--- src/design/graph_consts.svh ---
// Graph control constants
`ifndef GRAPH_CONSTS_SVH
`define GRAPH_CONSTS_SVH

////////////////////////////////////////////////////////////
// Worker array
////////////////////////////////////////////////////////////

`define NUM_CU 4
`define CU_ID_W 2

////////////////////////////////////////////////////////////
// Job and counter widths
////////////////////////////////////////////////////////////

// Vertex id doubles as the read address
`define VERTEX_ID_W 16
`define EDGE_COUNT_W 8
`define COUNTER_W 32

// Buffer depths
`define JOB_FIFO_DEPTH 8
`define CMD_FIFO_DEPTH 8

// Configure word, low field holds the active worker count
`define CONFIG_W 64
`define CU_COUNT_W 32

`endif
--- src/design/graph_pkg.sv ---
// Graph control types
`include "graph_consts.svh"

package graph_pkg;

	typedef logic [`CU_ID_W-1:0] cu_id_t;

	typedef logic [`VERTEX_ID_W-1:0] vertex_id_t;

	typedef logic [`EDGE_COUNT_W-1:0] edge_count_t;

	typedef logic [`COUNTER_W-1:0] counter_t;

	// One bit per worker
	typedef logic [`NUM_CU-1:0] cu_mask_t;

	// Worker FSM
	typedef enum logic [1:0] {
		IDLE,
		ISSUE,
		WAIT
	} worker_state_e;

endpackage

--- src/design/graph_algorithm_control.sv ---
// Graph algorithm control
`include "graph_consts.svh"

module graph_algorithm_control (
	input  logic                   clock,
	input  logic                   rstn,
	input  logic                   enabled_in,
	input  logic [`CONFIG_W-1:0]   cu_configure,
	input  logic                   vertex_job_valid,
	input  graph_pkg::vertex_id_t  vertex_job_id,
	input  graph_pkg::edge_count_t vertex_job_edges,
	output logic                   vertex_job_request,
	input  logic                   read_buffer_alfull,
	input  logic                   read_command_bus_grant,
	output logic                   read_command_bus_request,
	output logic                   read_command_valid,
	output graph_pkg::vertex_id_t  read_command_address,
	output graph_pkg::cu_id_t      read_command_cu_id,
	input  logic                   read_response_valid,
	input  graph_pkg::cu_id_t      read_response_cu_id,
	output graph_pkg::counter_t    vertex_job_counter_done,
	output graph_pkg::counter_t    edge_job_counter_done
);

	logic                   enabled;
	logic [`CONFIG_W-1:0]   cu_configure_latched;
	graph_pkg::cu_mask_t    enable_mask_next;
	graph_pkg::cu_mask_t    enable_mask;
	logic                   response_valid_r;
	graph_pkg::cu_id_t      response_cu_id_r;
	graph_pkg::cu_mask_t    worker_response_valid;
	graph_pkg::cu_mask_t    worker_idle;
	graph_pkg::cu_mask_t    worker_job_valid;
	graph_pkg::vertex_id_t  worker_job_id;
	graph_pkg::edge_count_t worker_job_edges;
	graph_pkg::cu_mask_t    cmd_request;
	graph_pkg::cu_mask_t    cmd_grant;
	graph_pkg::vertex_id_t  cmd_address [`NUM_CU];
	graph_pkg::counter_t    vertex_count [`NUM_CU];
	graph_pkg::counter_t    edge_count [`NUM_CU];
	graph_pkg::counter_t    vertex_sum;
	graph_pkg::counter_t    edge_sum;

	////////////////////////////////////////////////////////////
	// Enable, configure and worker mask
	////////////////////////////////////////////////////////////

	always_ff @(posedge clock or negedge rstn) begin
		if (!rstn) begin
			enabled              <= 1'b0;
			cu_configure_latched <= '0;
		end else begin
			enabled <= enabled_in;
			// A zero word leaves the old setting
			if (enabled && (|cu_configure)) begin
				cu_configure_latched <= cu_configure;
			end
		end
	end

	// Low field is the number of active workers
	always_comb begin
		for (int k = 0; k < `NUM_CU; k++) begin
			enable_mask_next[k] = (k < cu_configure_latched[`CU_COUNT_W-1:0]);
		end
	end

	always_ff @(posedge clock or negedge rstn) begin
		if (!rstn) begin
			enable_mask <= '0;
		end else if (enabled) begin
			enable_mask <= enable_mask_next;
		end
	end

	vertex_job_dispatch job_dispatch (
		.clock           (clock),
		.rstn            (rstn),
		.enabled         (enabled),
		.job_valid       (vertex_job_valid),
		.job_id          (vertex_job_id),
		.job_edges       (vertex_job_edges),
		.job_request     (vertex_job_request),
		.worker_idle     (worker_idle),
		.worker_job_valid(worker_job_valid),
		.worker_job_id   (worker_job_id),
		.worker_job_edges(worker_job_edges)
	);

	read_command_path cmd_path (
		.clock               (clock),
		.rstn                (rstn),
		.enabled             (enabled),
		.cmd_request         (cmd_request),
		.cmd_address         (cmd_address),
		.cmd_grant           (cmd_grant),
		.read_buffer_alfull  (read_buffer_alfull),
		.bus_grant           (read_command_bus_grant),
		.bus_request         (read_command_bus_request),
		.read_command_valid  (read_command_valid),
		.read_command_address(read_command_address),
		.read_command_cu_id  (read_command_cu_id)
	);

	////////////////////////////////////////////////////////////
	// Response routing by cu id
	////////////////////////////////////////////////////////////

	always_ff @(posedge clock or negedge rstn) begin
		if (!rstn) begin
			response_valid_r      <= 1'b0;
			worker_response_valid <= '0;
		end else begin
			response_valid_r <= enabled && read_response_valid;
			for (int k = 0; k < `NUM_CU; k++) begin
				worker_response_valid[k] <= response_valid_r && enable_mask[k]
					&& (response_cu_id_r == graph_pkg::cu_id_t'(k));
			end
		end
	end

	always_ff @(posedge clock) begin
		response_cu_id_r <= read_response_cu_id;
	end

	for (genvar i = 0; i < `NUM_CU; i++) begin : gen_worker
		vertex_worker #(
			.CU_ID(i)
		) worker (
			.clock         (clock),
			.rstn          (rstn),
			.enabled       (enable_mask[i]),
			.idle          (worker_idle[i]),
			.job_valid     (worker_job_valid[i]),
			.job_id        (worker_job_id),
			.job_edges     (worker_job_edges),
			.cmd_request   (cmd_request[i]),
			.cmd_address   (cmd_address[i]),
			.cmd_grant     (cmd_grant[i]),
			.response_valid(worker_response_valid[i]),
			.vertex_count  (vertex_count[i]),
			.edge_count    (edge_count[i])
		);
	end

	////////////////////////////////////////////////////////////
	// Done counters
	////////////////////////////////////////////////////////////

	always_comb begin
		vertex_sum = '0;
		edge_sum   = '0;
		for (int k = 0; k < `NUM_CU; k++) begin
			vertex_sum = vertex_sum + vertex_count[k];
			edge_sum   = edge_sum + edge_count[k];
		end
	end

	always_ff @(posedge clock or negedge rstn) begin
		if (!rstn) begin
			vertex_job_counter_done <= '0;
			edge_job_counter_done   <= '0;
		end else if (enabled) begin
			vertex_job_counter_done <= vertex_sum;
			edge_job_counter_done   <= edge_sum;
		end
	end

	// Worker counts only grow, so the sums only grow
	done_monotonic: assert property (@(posedge clock) disable iff (!rstn)
		1'b1 |=> (vertex_job_counter_done >= $past(vertex_job_counter_done))
			&& (edge_job_counter_done >= $past(edge_job_counter_done)))
		else $error("done counter went down");

endmodule

--- src/design/vertex_worker.sv ---
// Vertex worker

module vertex_worker #(
	parameter int CU_ID = 0
) (
	input  logic                   clock,
	input  logic                   rstn,
	input  logic                   enabled,
	output logic                   idle,
	input  logic                   job_valid,
	input  graph_pkg::vertex_id_t  job_id,
	input  graph_pkg::edge_count_t job_edges,
	output logic                   cmd_request,
	output graph_pkg::vertex_id_t  cmd_address,
	input  logic                   cmd_grant,
	input  logic                   response_valid,
	output graph_pkg::counter_t    vertex_count,
	output graph_pkg::counter_t    edge_count
);

	graph_pkg::worker_state_e state;
	graph_pkg::edge_count_t   job_edges_r;

	// Not idle while a job strobe is arriving
	assign idle        = enabled && (state == graph_pkg::IDLE) && !job_valid;
	assign cmd_request = (state == graph_pkg::ISSUE);

	////////////////////////////////////////////////////////////
	// Worker FSM
	////////////////////////////////////////////////////////////

	always_ff @(posedge clock or negedge rstn) begin
		if (!rstn) begin
			state        <= graph_pkg::IDLE;
			vertex_count <= '0;
			edge_count   <= '0;
		end else begin
			case (state)
				graph_pkg::IDLE: begin
					if (job_valid) begin
						state <= graph_pkg::ISSUE;
					end
				end
				graph_pkg::ISSUE: begin
					// Request held until the arbiter picks us
					if (cmd_grant) begin
						state <= graph_pkg::WAIT;
					end
				end
				graph_pkg::WAIT: begin
					if (response_valid) begin
						state        <= graph_pkg::IDLE;
						vertex_count <= vertex_count + 1'b1;
						edge_count   <= edge_count + graph_pkg::counter_t'(job_edges_r);
					end
				end
				default: begin
					state <= graph_pkg::IDLE;
				end
			endcase
		end
	end

	// Job fields for the read and the edge count
	always_ff @(posedge clock) begin
		if ((state == graph_pkg::IDLE) && job_valid) begin
			cmd_address <= job_id;
			job_edges_r <= job_edges;
		end
	end

	job_when_idle: assert property (@(posedge clock) disable iff (!rstn)
		job_valid |-> (state == graph_pkg::IDLE))
		else $error("worker %0d got a job while busy", CU_ID);

	response_when_waiting: assert property (@(posedge clock) disable iff (!rstn)
		response_valid |-> (state == graph_pkg::WAIT))
		else $error("worker %0d got a response it did not ask for", CU_ID);

endmodule

--- src/design/read_command_path.sv ---
// Read command arbitration and burst buffer
`include "graph_consts.svh"

module read_command_path (
	input  logic                  clock,
	input  logic                  rstn,
	input  logic                  enabled,
	input  graph_pkg::cu_mask_t   cmd_request,
	input  graph_pkg::vertex_id_t cmd_address [`NUM_CU],
	output graph_pkg::cu_mask_t   cmd_grant,
	input  logic                  read_buffer_alfull,
	input  logic                  bus_grant,
	output logic                  bus_request,
	output logic                  read_command_valid,
	output graph_pkg::vertex_id_t read_command_address,
	output graph_pkg::cu_id_t     read_command_cu_id
);

	localparam int CMD_W = $bits(graph_pkg::cu_id_t) + $bits(graph_pkg::vertex_id_t);

	graph_pkg::cu_id_t     winner;
	logic                  push_valid;
	graph_pkg::cu_id_t     push_cu_id;
	graph_pkg::vertex_id_t push_address;
	logic [CMD_W-1:0]      burst_head;
	logic                  burst_empty;
	logic                  burst_almost_full;
	logic                  bus_grant_r;
	logic                  burst_pop;

	////////////////////////////////////////////////////////////
	// Worker command arbitration
	////////////////////////////////////////////////////////////

	rr_arbiter #(
		.NUM_REQUESTS(`NUM_CU)
	) cmd_arbiter (
		.clock   (clock),
		.rstn    (rstn),
		.enable  (enabled && !burst_almost_full),
		.requests(cmd_request),
		.grant   (cmd_grant)
	);

	// One-hot grant to worker id
	always_comb begin
		winner = '0;
		for (int k = 0; k < `NUM_CU; k++) begin
			if (cmd_grant[k]) begin
				winner = graph_pkg::cu_id_t'(k);
			end
		end
	end

	always_ff @(posedge clock or negedge rstn) begin
		if (!rstn) begin
			push_valid <= 1'b0;
		end else begin
			push_valid <= |cmd_grant;
		end
	end

	// Tag the command with the id of its worker
	always_ff @(posedge clock) begin
		if (|cmd_grant) begin
			push_cu_id   <= winner;
			push_address <= cmd_address[winner];
		end
	end

	sync_fifo #(
		.WIDTH(CMD_W),
		.DEPTH(`CMD_FIFO_DEPTH)
	) burst_fifo (
		.clock      (clock),
		.rstn       (rstn),
		.push       (push_valid),
		.data_in    ({push_cu_id, push_address}),
		.pop        (bus_grant_r),
		.data_out   (burst_head),
		.empty      (burst_empty),
		.full       (),
		.almost_full(burst_almost_full)
	);

	////////////////////////////////////////////////////////////
	// Bus request and grant
	////////////////////////////////////////////////////////////

	always_ff @(posedge clock or negedge rstn) begin
		if (!rstn) begin
			bus_request <= 1'b0;
			bus_grant_r <= 1'b0;
		end else if (enabled) begin
			bus_request <= !burst_empty && !read_buffer_alfull;
			bus_grant_r <= bus_grant;
		end
	end

	// Grant on an empty buffer pops nothing
	assign burst_pop = bus_grant_r && !burst_empty;

	always_ff @(posedge clock or negedge rstn) begin
		if (!rstn) begin
			read_command_valid <= 1'b0;
		end else begin
			read_command_valid <= burst_pop;
		end
	end

	always_ff @(posedge clock) begin
		if (burst_pop) begin
			{read_command_cu_id, read_command_address} <= burst_head;
		end
	end

endmodule

--- src/design/vertex_job_dispatch.sv ---
// Vertex job dispatch
`include "graph_consts.svh"

module vertex_job_dispatch (
	input  logic                   clock,
	input  logic                   rstn,
	input  logic                   enabled,
	input  logic                   job_valid,
	input  graph_pkg::vertex_id_t  job_id,
	input  graph_pkg::edge_count_t job_edges,
	output logic                   job_request,
	input  graph_pkg::cu_mask_t    worker_idle,
	output graph_pkg::cu_mask_t    worker_job_valid,
	output graph_pkg::vertex_id_t  worker_job_id,
	output graph_pkg::edge_count_t worker_job_edges
);

	localparam int JOB_W = $bits(graph_pkg::vertex_id_t) + $bits(graph_pkg::edge_count_t);

	logic [JOB_W-1:0]    head_job;
	logic                job_empty;
	logic                job_almost_full;
	logic                job_pop;
	graph_pkg::cu_mask_t job_grant;

	// Keep asking while a push in flight still fits
	assign job_request = !job_almost_full;
	assign job_pop     = |job_grant;

	sync_fifo #(
		.WIDTH(JOB_W),
		.DEPTH(`JOB_FIFO_DEPTH)
	) job_fifo (
		.clock      (clock),
		.rstn       (rstn),
		.push       (job_valid),
		.data_in    ({job_id, job_edges}),
		.pop        (job_pop),
		.data_out   (head_job),
		.empty      (job_empty),
		.full       (),
		.almost_full(job_almost_full)
	);

	////////////////////////////////////////////////////////////
	// Hand the head job to one idle worker
	////////////////////////////////////////////////////////////

	rr_arbiter #(
		.NUM_REQUESTS(`NUM_CU)
	) job_arbiter (
		.clock   (clock),
		.rstn    (rstn),
		.enable  (enabled && !job_empty),
		.requests(worker_idle),
		.grant   (job_grant)
	);

	always_ff @(posedge clock or negedge rstn) begin
		if (!rstn) begin
			worker_job_valid <= '0;
		end else begin
			worker_job_valid <= job_grant;
		end
	end

	// Job fields go to every worker, the valid picks one
	always_ff @(posedge clock) begin
		if (job_pop) begin
			{worker_job_id, worker_job_edges} <= head_job;
		end
	end

endmodule

--- src/design/rr_arbiter.sv ---
// Round-robin arbiter

module rr_arbiter #(
	parameter int NUM_REQUESTS = 4
) (
	input  logic                    clock,
	input  logic                    rstn,
	input  logic                    enable,
	input  logic [NUM_REQUESTS-1:0] requests,
	output logic [NUM_REQUESTS-1:0] grant
);

	localparam int IDX_W = (NUM_REQUESTS > 1) ? $clog2(NUM_REQUESTS) : 1;

	logic [IDX_W-1:0] last_winner;
	logic [IDX_W-1:0] winner;

	// Search starts one past the last winner
	always_comb begin
		int idx;
		idx    = 0;
		grant  = '0;
		winner = last_winner;
		if (enable) begin
			for (int offset = 1; offset <= NUM_REQUESTS; offset++) begin
				idx = (int'(last_winner) + offset) % NUM_REQUESTS;
				if (requests[idx] && (grant == '0)) begin
					grant[idx] = 1'b1;
					winner     = IDX_W'(idx);
				end
			end
		end
	end

	always_ff @(posedge clock or negedge rstn) begin
		if (!rstn) begin
			// Request 0 wins first
			last_winner <= IDX_W'(NUM_REQUESTS - 1);
		end else if (|grant) begin
			last_winner <= winner;
		end
	end

	grant_onehot: assert property (@(posedge clock) disable iff (!rstn) $onehot0(grant))
		else $error("arbiter granted more than one request");

endmodule

--- src/design/sync_fifo.sv ---
// Synchronous FIFO

module sync_fifo #(
	parameter int WIDTH = 8,
	parameter int DEPTH = 8
) (
	input  logic             clock,
	input  logic             rstn,
	input  logic             push,
	input  logic [WIDTH-1:0] data_in,
	input  logic             pop,
	output logic [WIDTH-1:0] data_out,
	output logic             empty,
	output logic             full,
	output logic             almost_full
);

	localparam int PTR_W = (DEPTH > 1) ? $clog2(DEPTH) : 1;
	localparam int CNT_W = $clog2(DEPTH + 1);

	logic [WIDTH-1:0] mem [DEPTH];
	logic [PTR_W-1:0] wr_ptr;
	logic [PTR_W-1:0] rd_ptr;
	logic [CNT_W-1:0] count;
	logic             do_push;
	logic             do_pop;

	function automatic logic [PTR_W-1:0] next_ptr(input logic [PTR_W-1:0] ptr);
		if (ptr == PTR_W'(DEPTH - 1)) begin
			return '0;
		end
		return ptr + 1'b1;
	endfunction

	assign do_push = push && !full;
	assign do_pop  = pop && !empty;

	assign empty = (count == '0);
	assign full  = (count == CNT_W'(DEPTH));
	// Two or fewer free slots, room for one push in flight
	assign almost_full = (count >= CNT_W'(DEPTH - 2));

	// Head entry is visible without a pop
	assign data_out = mem[rd_ptr];

	always_ff @(posedge clock) begin
		if (do_push) begin
			mem[wr_ptr] <= data_in;
		end
	end

	always_ff @(posedge clock or negedge rstn) begin
		if (!rstn) begin
			wr_ptr <= '0;
			rd_ptr <= '0;
			count  <= '0;
		end else begin
			if (do_push) begin
				wr_ptr <= next_ptr(wr_ptr);
			end
			if (do_pop) begin
				rd_ptr <= next_ptr(rd_ptr);
			end
			case ({do_push, do_pop})
				2'b10:   count <= count + 1'b1;
				2'b01:   count <= count - 1'b1;
				default: count <= count;
			endcase
		end
	end

	push_when_full: assert property (@(posedge clock) disable iff (!rstn) push |-> !full)
		else $error("push into a full FIFO");

endmodule

--- config.mk ---
export PLATFORM = sky130hd
export DESIGN_NAME = graph_algorithm_control
export DESIGN_NICKNAME = d
export VERILOG_FILES = /design/src/design/graph_pkg.sv /design/src/design/graph_algorithm_control.sv /design/src/design/vertex_worker.sv /design/src/design/read_command_path.sv /design/src/design/vertex_job_dispatch.sv /design/src/design/rr_arbiter.sv /design/src/design/sync_fifo.sv
export VERILOG_INCLUDE_DIRS = /design/src /design/src/design
export SDC_FILE = /design/constraint.sdc
export NUM_CORES = 2
export LEC_CHECK = 0
export BUFFER_PORTS_ARGS = -buffer_cell sky130_fd_sc_hd__clkbuf_2
export CAP_MARGIN = 15
export CORE_UTILIZATION = 55
export DETAILED_ROUTE_END_ITERATION = 8
export GPL_TIMING_DRIVEN = 0
export PLACE_DENSITY = 0.81
export RECOVER_POWER = 25
export SLEW_MARGIN = 20
export SYNTH_ARGS = -nofsm -noshare
export SYNTH_HDL_FRONTEND = slang
export SYNTH_SLANG_ARGS = --single-unit
--- constraint.sdc ---
create_clock -name clock -period 5.25 [get_ports clock]
set_clock_uncertainty 0.15 [all_clocks]
set_input_delay 0 -clock clock [delete_from_list [all_inputs] [get_ports clock]]
set_output_delay 0 -clock clock [all_outputs]
set_load 0.01 [all_outputs]
## Yosys cells after proc, flatten, opt, wreduce, memory -nomap -nowiden

Memories as Yosys holds them, arrays and structs flattened. A register that Yosys moved wholly into a read port is not among the register bits.
Cells that the tools add are included.

- Bits in registers: 518
- Bits in latches: 0
- Bits in writable memories: 336
- Bits in read-only memories: 0
- Bits of input ports: 97
- Output and inout port bits: 85
- Logic and storage cells: 346
- Memories kept: 2

- Add/sub/neg operators: 30
- Multipliers: 0
- Divide/modulo/power cells: 0
- $lt $le $gt $ge: 23
- Eq/ne operators: 33
- Shifts and indexed selects: 0
- Multiplexer cells: 108
- Bitwise operators: 15
- Reductions and logical operators: 92

Memory list:

| memory | words | width | rd ports | clocked after memory_dff | write ports | line | source |
|---|---|---|---|---|---|---|---|
| job_dispatch.job_fifo.mem | 8 | 24 | 1 | 1 | 1 | sync_fifo.sv:21 | `logic [WIDTH-1:0] mem [DEPTH];` |
| cmd_path.burst_fifo.mem | 8 | 18 | 1 | 1 | 1 | sync_fifo.sv:21 |  |

Operator list:

| cell | count |
|---|---|
| $add 32x32->32 | 6 |
| $add 32x1->32 const B | 4 |
| $add 32x8->32 | 4 |
| $lt 1x32->1 const A | 2 |
| $lt 2x32->1 const A | 2 |
| $mux 4 | 16 |
| $reduce_or 64->1 | 1 |
| $mux 2 | 22 |
| $logic_and 1x1->1 | 43 |
| $mux 1 | 37 |
| $bmux 16 s2 | 1 |
| $logic_not 4->1 | 8 |
| $lt 3x4->1 const B | 8 |
| $mux 16 | 2 |
| $ge 3x1->1 const B | 8 |
| $mux 3 | 8 |
| $ne 2x2->1 const B | 12 |
| $or 4x4->4 | 6 |
| $pmux 2 s3 | 4 |
| $reduce_and 3->1 | 6 |
| $bmux 1 s2 | 8 |
| $demux 1 s2 | 8 |
| $eq 2x2->1 const B | 8 |
| $pmux 4 s2 | 2 |
| 19 further kinds | 75 |

## Logic depth before layout (Yosys ltp)

- Depth in word-level cells: 28
- Depth in mapped cells: 18
- Depth with buffers taken out: 15

## By module

From an unflattened synthesis, not the netlist that was laid out.

- Cell total of the unflattened synthesis: 3442
- Area total of the unflattened synthesis: 45503.6 µm²

Modules (own cells, without submodules):

| module | instances | cells each | area an instance (µm²) | seq. area each (µm²) |
|---|---|---|---|---|
| vertex_worker (gen_worker[0].worker ...) | 3 | 321 | 3956.3 | 2372.3 |
| graph_algorithm_control | 1 | 1245 | 11412.2 | 2692.6 |
| sync_fifo (job_dispatch.job_fifo) | 1 | 349 | 8121.5 | 6015.8 |
| sync_fifo (cmd_path.burst_fifo) | 1 | 279 | 6199.7 | 4574.4 |
| vertex_worker (gen_worker[3].worker) | 1 | 321 | 4011.3 | 2372.3 |
| read_command_path | 1 | 108 | 1664.1 | 1181.1 |
| vertex_job_dispatch | 1 | 31 | 838.3 | 820.8 |
| rr_arbiter (job_dispatch.job_arbiter) | 1 | 92 | 825.8 | 52.6 |
| rr_arbiter (cmd_path.cmd_arbiter) | 1 | 54 | 561.8 | 52.6 |

## Worst setup path before layout

OpenSTA, ideal clock, no wires.

- Path kind: register to register
- Start: register job_dispatch.job_arbiter.last_winner[0]
- End: register job_dispatch.job_fifo.count[3]
- Setup time: 0.122 ns
- Arrival time: 4.354 ns
- Data required time: 4.978 ns
- Setup slack: 0.623 ns
- Cell stages (with the launch flop): 19
- Buffers on the path: 3
- Clock period less this slack: 4.627 ns
- Path through: dfstp_2 -> clkbuf_1 -> inv_1 -> ha_1 -> mux4_2 -> buf_2 -> mux2i_1 -> o211a_1 -> o2111a_1 -> o41ai_1 -> or3b_1 -> buf_6 -> ha_1 -> ha_1 -> a21o_1 -> a21oi_1 -> xnor2_1 -> nor2_1 -> xnor2_1

- Word-level cells in the longest chain between the ends: 25
- Elaborated cells on any way between the ends: 67
- Those cells by class: add/sub (4); order compare (8); eq/ne (2); mux (29); bitwise (7); reduce/logical (17)

Ends and longest elaborated chain:

| item | line | source |
|---|---|---|
| start: declaration | rr_arbiter.sv:15 | `logic [IDX_W-1:0] last_winner;` |
| start signal: assignment | rr_arbiter.sv:38 | `last_winner <= IDX_W'(NUM_REQUESTS - 1);` |
| start signal: assignment | rr_arbiter.sv:40 | `last_winner <= winner;` |
| $add 2x1->2 | rr_arbiter.sv:26 | `idx = (int'(last_winner) + offset) % NUM_REQUESTS;` |
| $reduce_or 2->1 (no source line) | - |  |
| $and 1x1->1 (no source line) | - |  |
| $lt 3x4->1 (not written as such) or $ge 3x1->1 (tied branches) | rr_arbiter.sv:28 | `grant[idx] = 1'b1;` |
| $logic_and 1x1->1 (not written as such) | rr_arbiter.sv:28 |  |
| $mux 1 (not written as such) | rr_arbiter.sv:28 |  |
| $demux 1 s2 | rr_arbiter.sv:28 |  |
| $mux 4 | rr_arbiter.sv:27 | `if (requests[idx] && (grant == '0)) begin` |
| [10 not listed] | - |  |
| $logic_and 1x1->1 | rr_arbiter.sv:27 |  |
| $mux 4 * | rr_arbiter.sv:27 |  |
| $mux 4 * | rr_arbiter.sv:24 | `if (enable) begin` |
| $reduce_or 4->1 * | vertex_job_dispatch.sv:28 | `assign job_pop = \|job_grant;` |
| $logic_and 1x1->1 * | sync_fifo.sv:36 | `assign do_pop = pop && !empty;` |
| via job_dispatch.job_fifo.do_pop | sync_fifo.sv:26 | `logic do_pop;` |
| $eq 2x1->1 or $eq 2x2->1 (tied branches) | sync_fifo.sv:64 | `case ({do_push, do_pop})` |
| $pmux 4 s2 or $reduce_bool 2->1 (tied branches) | - |  |
| end signal: assignment | sync_fifo.sv:65 | `2'b10: count <= count + 1'b1;` |
| end signal: assignment | sync_fifo.sv:66 | `2'b01: count <= count - 1'b1;` |
| end signal: assignment | sync_fifo.sv:67 | `default: count <= count;` |
| end: declaration | sync_fifo.sv:24 | `logic [CNT_W-1:0] count;` |

The timed path passes the listed nets; every way through them passes the cells marked *. The select of a mux whose other input is x is not followed.
A chain may end at the register's enable or synchronous reset.

## Worst setup path after layout

- Start: register gen_worker[0].worker.vertex_count[7]
- End: register vertex_job_counter_done[30]

- Word-level cells in the longest chain between the ends: 3

Ends and longest elaborated chain:

| item | line | source |
|---|---|---|
| start: declaration | vertex_worker.sv:17 | `output graph_pkg::counter_t vertex_count,` |
| start signal: assignment | vertex_worker.sv:53 | `vertex_count <= vertex_count + 1'b1;` |
| $add 32x32->32 (3 in a row) | graph_algorithm_control.sv:154 | `vertex_sum = vertex_sum + vertex_count[k];` |
| end signal: assignment | graph_algorithm_control.sv:164 | `vertex_job_counter_done <= vertex_sum;` |
| end: declaration | graph_algorithm_control.sv:21 | `output graph_pkg::counter_t vertex_job_counter_done,` |

Every way passes these cells.

==> results.md <==
- Gr usage total: 25.7%
- GR Util met3: under 10%
- Setup crit end kind: flop
- Outcome: complete, but fails checks
- GRT Residual Overflow: 0
- EDFF count, synth: 492
- Total CTS buffers: 91
- Syn Area/Cell: 14.1 µm²
- Final worst-path cycle share: 95.0%
- Req. time, crit path: ~5.6 ns
- Cell family with most CP delay: compound AO/OA/AOI/OAI gates
- Die footprint: 78300 µm²
- Commonest cells post-synth: edfxtp_1 (492), dfrtp_1 (398), nand2_1 (225), xnor2_1 (210), nor2_1 (138)
- Hold_sp: cu_configure[24]
- # clock sinks: 896
- Critical path class: flop to flop
- M1 GR Usage: about 34%
- Internal power: ~16 mW
- CTS tree: done
- Register area share after synthesis: 58.6%
- Routability cong.: 0.882
- M2 GR Usage: 43.3%
- Async S/R FF share, synth: between 40% and 50%
- Failing checks: capacitance limit, slew limit
- Share of layout cells above drive strength 1: 17.0%
- Final hold vios: 0
- Ys flop type: edfxtp_1
- Critical path, cell by cell: fa_1 > fa_1 > ha_1 > o21ai_0 > nor3_1 > a2111oi_1 > a21oi_1 > o21a_1 > a41o_1 > o41ai_1 > xnor2_1 > mux2_2
- RSZ-0062 raised after global routing: false
- Maximum root-to-sink buffer count: 3
- HP Class: input port to flop
- Post-synthesis register bit count: around 900
- Fmax: 200 MHz
- Top Usage Layer GRT: met2
- First-pass GRT wire length: approximately 160000 µm
- Worst stage delay on the critical path: 0.83 ns
- Yosys top cell area share: a little over a third
- Power Dens Cells: ~470 nW/µm²
- R2R cell count: 12
- First drt pass iteration count: 7
- Worst hold stages: 3
- Peak supply drop: around 0.00046 V
- Pin count of the biggest net entering global routing: 91
- ANT nets after route: 0
- Critical Path Source Type: flop
- Die Span X: 280 µm
- HPWL after detailed placement: 67500 µm
- IO Pins: 182
- # port buffers: 181
- Row count: about 100
- Initial drt markers: 2482
- P&R area growth vs syn: 16.2%
- Switch Pwr: 7.60 mW
- CTS clk-pin slew, worst paths: 0.06 ns
- Reg power frac: 42.4%
- Worst slew pin tran: between 3 and 4 ns
- Most frequent cell after synthesis: edfxtp_1
- Avg Vias per Cell: 5.90
- Clock group share of total power: 27.8%
- Crit-path slowest cell: a2111oi_1
- Drt total wl: 98100 µm
- Vias in the first global route: 28100
- Die Y: between 200 and 300 µm
- CP Data Arrival Time: 5.38 ns
- Reg-to-reg startpoint: gen_worker[0].worker.vertex_count[7]
- Initial Utilization: 55.7%
- Vias: 26800
- Number of setup violations in the final report: 0
- Clk Latency, worst-skew pair: 0.65 ns
- Synth area leaders: edfxtp_1 (35%), dfrtp_1 (23%), fa_1 (6.1%), mux4_2 (5.0%), xnor2_1 (4.3%)
- Pleak: 20.7 nW
- DR WL/cell: 21.6 µm
- CTS root buf: clkbuf_16
- Post-layout util: between 60% and 70%
- Final min period: 4.99 ns
- Netlist cell types: 81
- Final Net Count: 3792
- CP Buf/Inv Count: 0
- Placeable Area: approximately 76000 µm²
- Hold Path Sink: cu_configure_latched[24]
- Sw frac: 32.6%
- Residual DRC: 0
- Critical path fanouts, max: 5
- Setup TNS: 0 ns
- Slew headroom: -125%
- H-tree depth: 3
- Max Slew Vio Count: 75
- Most frequent CP cell: fa_1
- Post-synth top area cell: edfxtp_1
- Syn. warnings: 0
- Gate power share: about 30%
- Syn Std Cell Area: 42500 µm²
- Initial antenna violation count: 3
- Gate Count Post-Synth: approximately 3000
- Worst R2R Setup Slack: 0.26 ns
- Syn_nets: 3372
- Max cap viols: 1
- Worst flop-to-flop path endpoint: vertex_job_counter_done[30]
- CP Launch Point: gen_worker[0].worker.vertex_count[7]
-- layout by cell type, fill, tap and decap left out, types with 23 or more instances in the layout --
cell type	synthesis	routed
nor2_1	138	126
nor3_1	43	39
fa_1	130	130
xnor2_1	210	210
a21oi_1	78	78
edfxtp_1	492	492
ha_1	127	127
inv_1	90	90
nand4_1	38	38
clkbuf_16	0	91
clkbuf_1	51	96
mux4_2	94	94
nor4_1	30	30
xor2_1	88	88
dlygate4sd3_1	0	109
nand2_1	225	225
and3_1	69	69
a21o_1	23	23
o21ai_0	91	91
clkbuf_2	0	160
dfrtp_1	398	398
nand3_1	101	101
mux2_2	117	117
-- timing repair --
item	in CTS	in global routing
buffers inserted	0	0
endpoints found under the hold margin	395	0
hold buffers	110	0
setup endpoints to repair	0	2
gates resized for setup	0	1
-- power groups by stage --
stage	clock (mW)	combinational [mW]	sequential, mW
after CTS	6.55	6.92	9.87
after global routing	6.81	7.54	10.0
after global placement	0	6.36	9.93
after detailed placement	0	6.77	9.99
after floorplan	0	4.73	9.73
final	6.48	6.95	9.89
-- area by class of cell --
type,count,area [µm²]
multi-input cells,1956,17100
well taps,1030,1290
plain buffers,72,292
inverters,93,349
flip-flops and latches,896,24900
diodes,3,7.51
clock buffers,124,2470
repair buffers,328,2510
clock inverters,45,479
fillers,5276,26900
-- layer usage --
layer / vias up / share of wire [%]
li1: 12000 / -
met1: 13700 / 41
met2: 961 / 50
met3: 196 / 5.8
met4: 0 / 3.4
met5: - / 0
-- worst reg2reg max path: stages (launching register included) --
cell,delay [ns]
dfrtp_1,0.45
fa_1,0.58
fa_1,0.43
ha_1,0.36
o21ai_0,0.36
nor3_1,0.12
a2111oi_1,0.83
a21oi_1,0.23
o21a_1,0.27
a41o_1,0.28
o41ai_1,0.44
xnor2_1,0.12
mux2_2,0.27
-- cell families (layout without fill, tap and decap cells) --
group / Yosys count / after routing / share of synthesized area [%]
xor gates and xnor gates: 298 / 298 / 6.15
and+or+nand+nor: 776 / 776 / 9.16
AOI/OAI and AO/OA: 390 / 390 / 6.03
adders and majority gates: 257 / 257 / 9.87
muxes: 235 / 235 / 8.68
buffers and inverters: 166 / 662 / 1.52
other: 0 / 3 / 0
DFF: 896 / 896 / 58.6
-- worst max path at each step --
stage / to / cells past startpoint
final: vertex_job_counter_done[30] / 12
after global routing: vertex_job_counter_done[30] / 12
after CTS: job_dispatch.job_fifo.count[3] / 18
after detailed placement: job_dispatch.job_fifo.count[3] / 18
after global placement: gen_worker[3].worker.vertex_count[29] / 1
after floorplan: job_dispatch.job_fifo.count[3] / 18
-- stage by stage --
stage	area, µm²	worst slack [ns]	cells	hold slack, ns	power [mW]
4_1_cts	49400	0.0492	4545	0.000777	23.3
6_report	49300	0.260	4547	0.0392	23.3
3_5_place_dp	45300	0.0746	4266	-0.0632	16.8
5_1_grt	49300	0.0464	4547	0.0324	24.4
3_3_place_gp	44700	-5.27	4229	-0.0441	16.3
2_1_floorplan	42500	0.623	3018	-0.446	14.5
-- flip-flops by register name (all words and copies together), names as in the netlist, 8 cells and up --
register                        cells
cmd_path.read_command_address      16
job_dispatch.worker_job_edges       8
gen_worker.worker.edge_count      128
gen_worker.worker.job_edges_r      32
vertex_job_counter_done            32
gen_worker.worker.vertex_count    128
job_dispatch.job_fifo.mem         192
cmd_path.burst_fifo.mem           144
gen_worker.worker.state             8
edge_job_counter_done              32
gen_worker.worker.cmd_address      64
job_dispatch.worker_job_id         16
cu_configure_latched               32
cmd_path.push_address              16
Note: power is estimated with default switching activity, not from simulation.
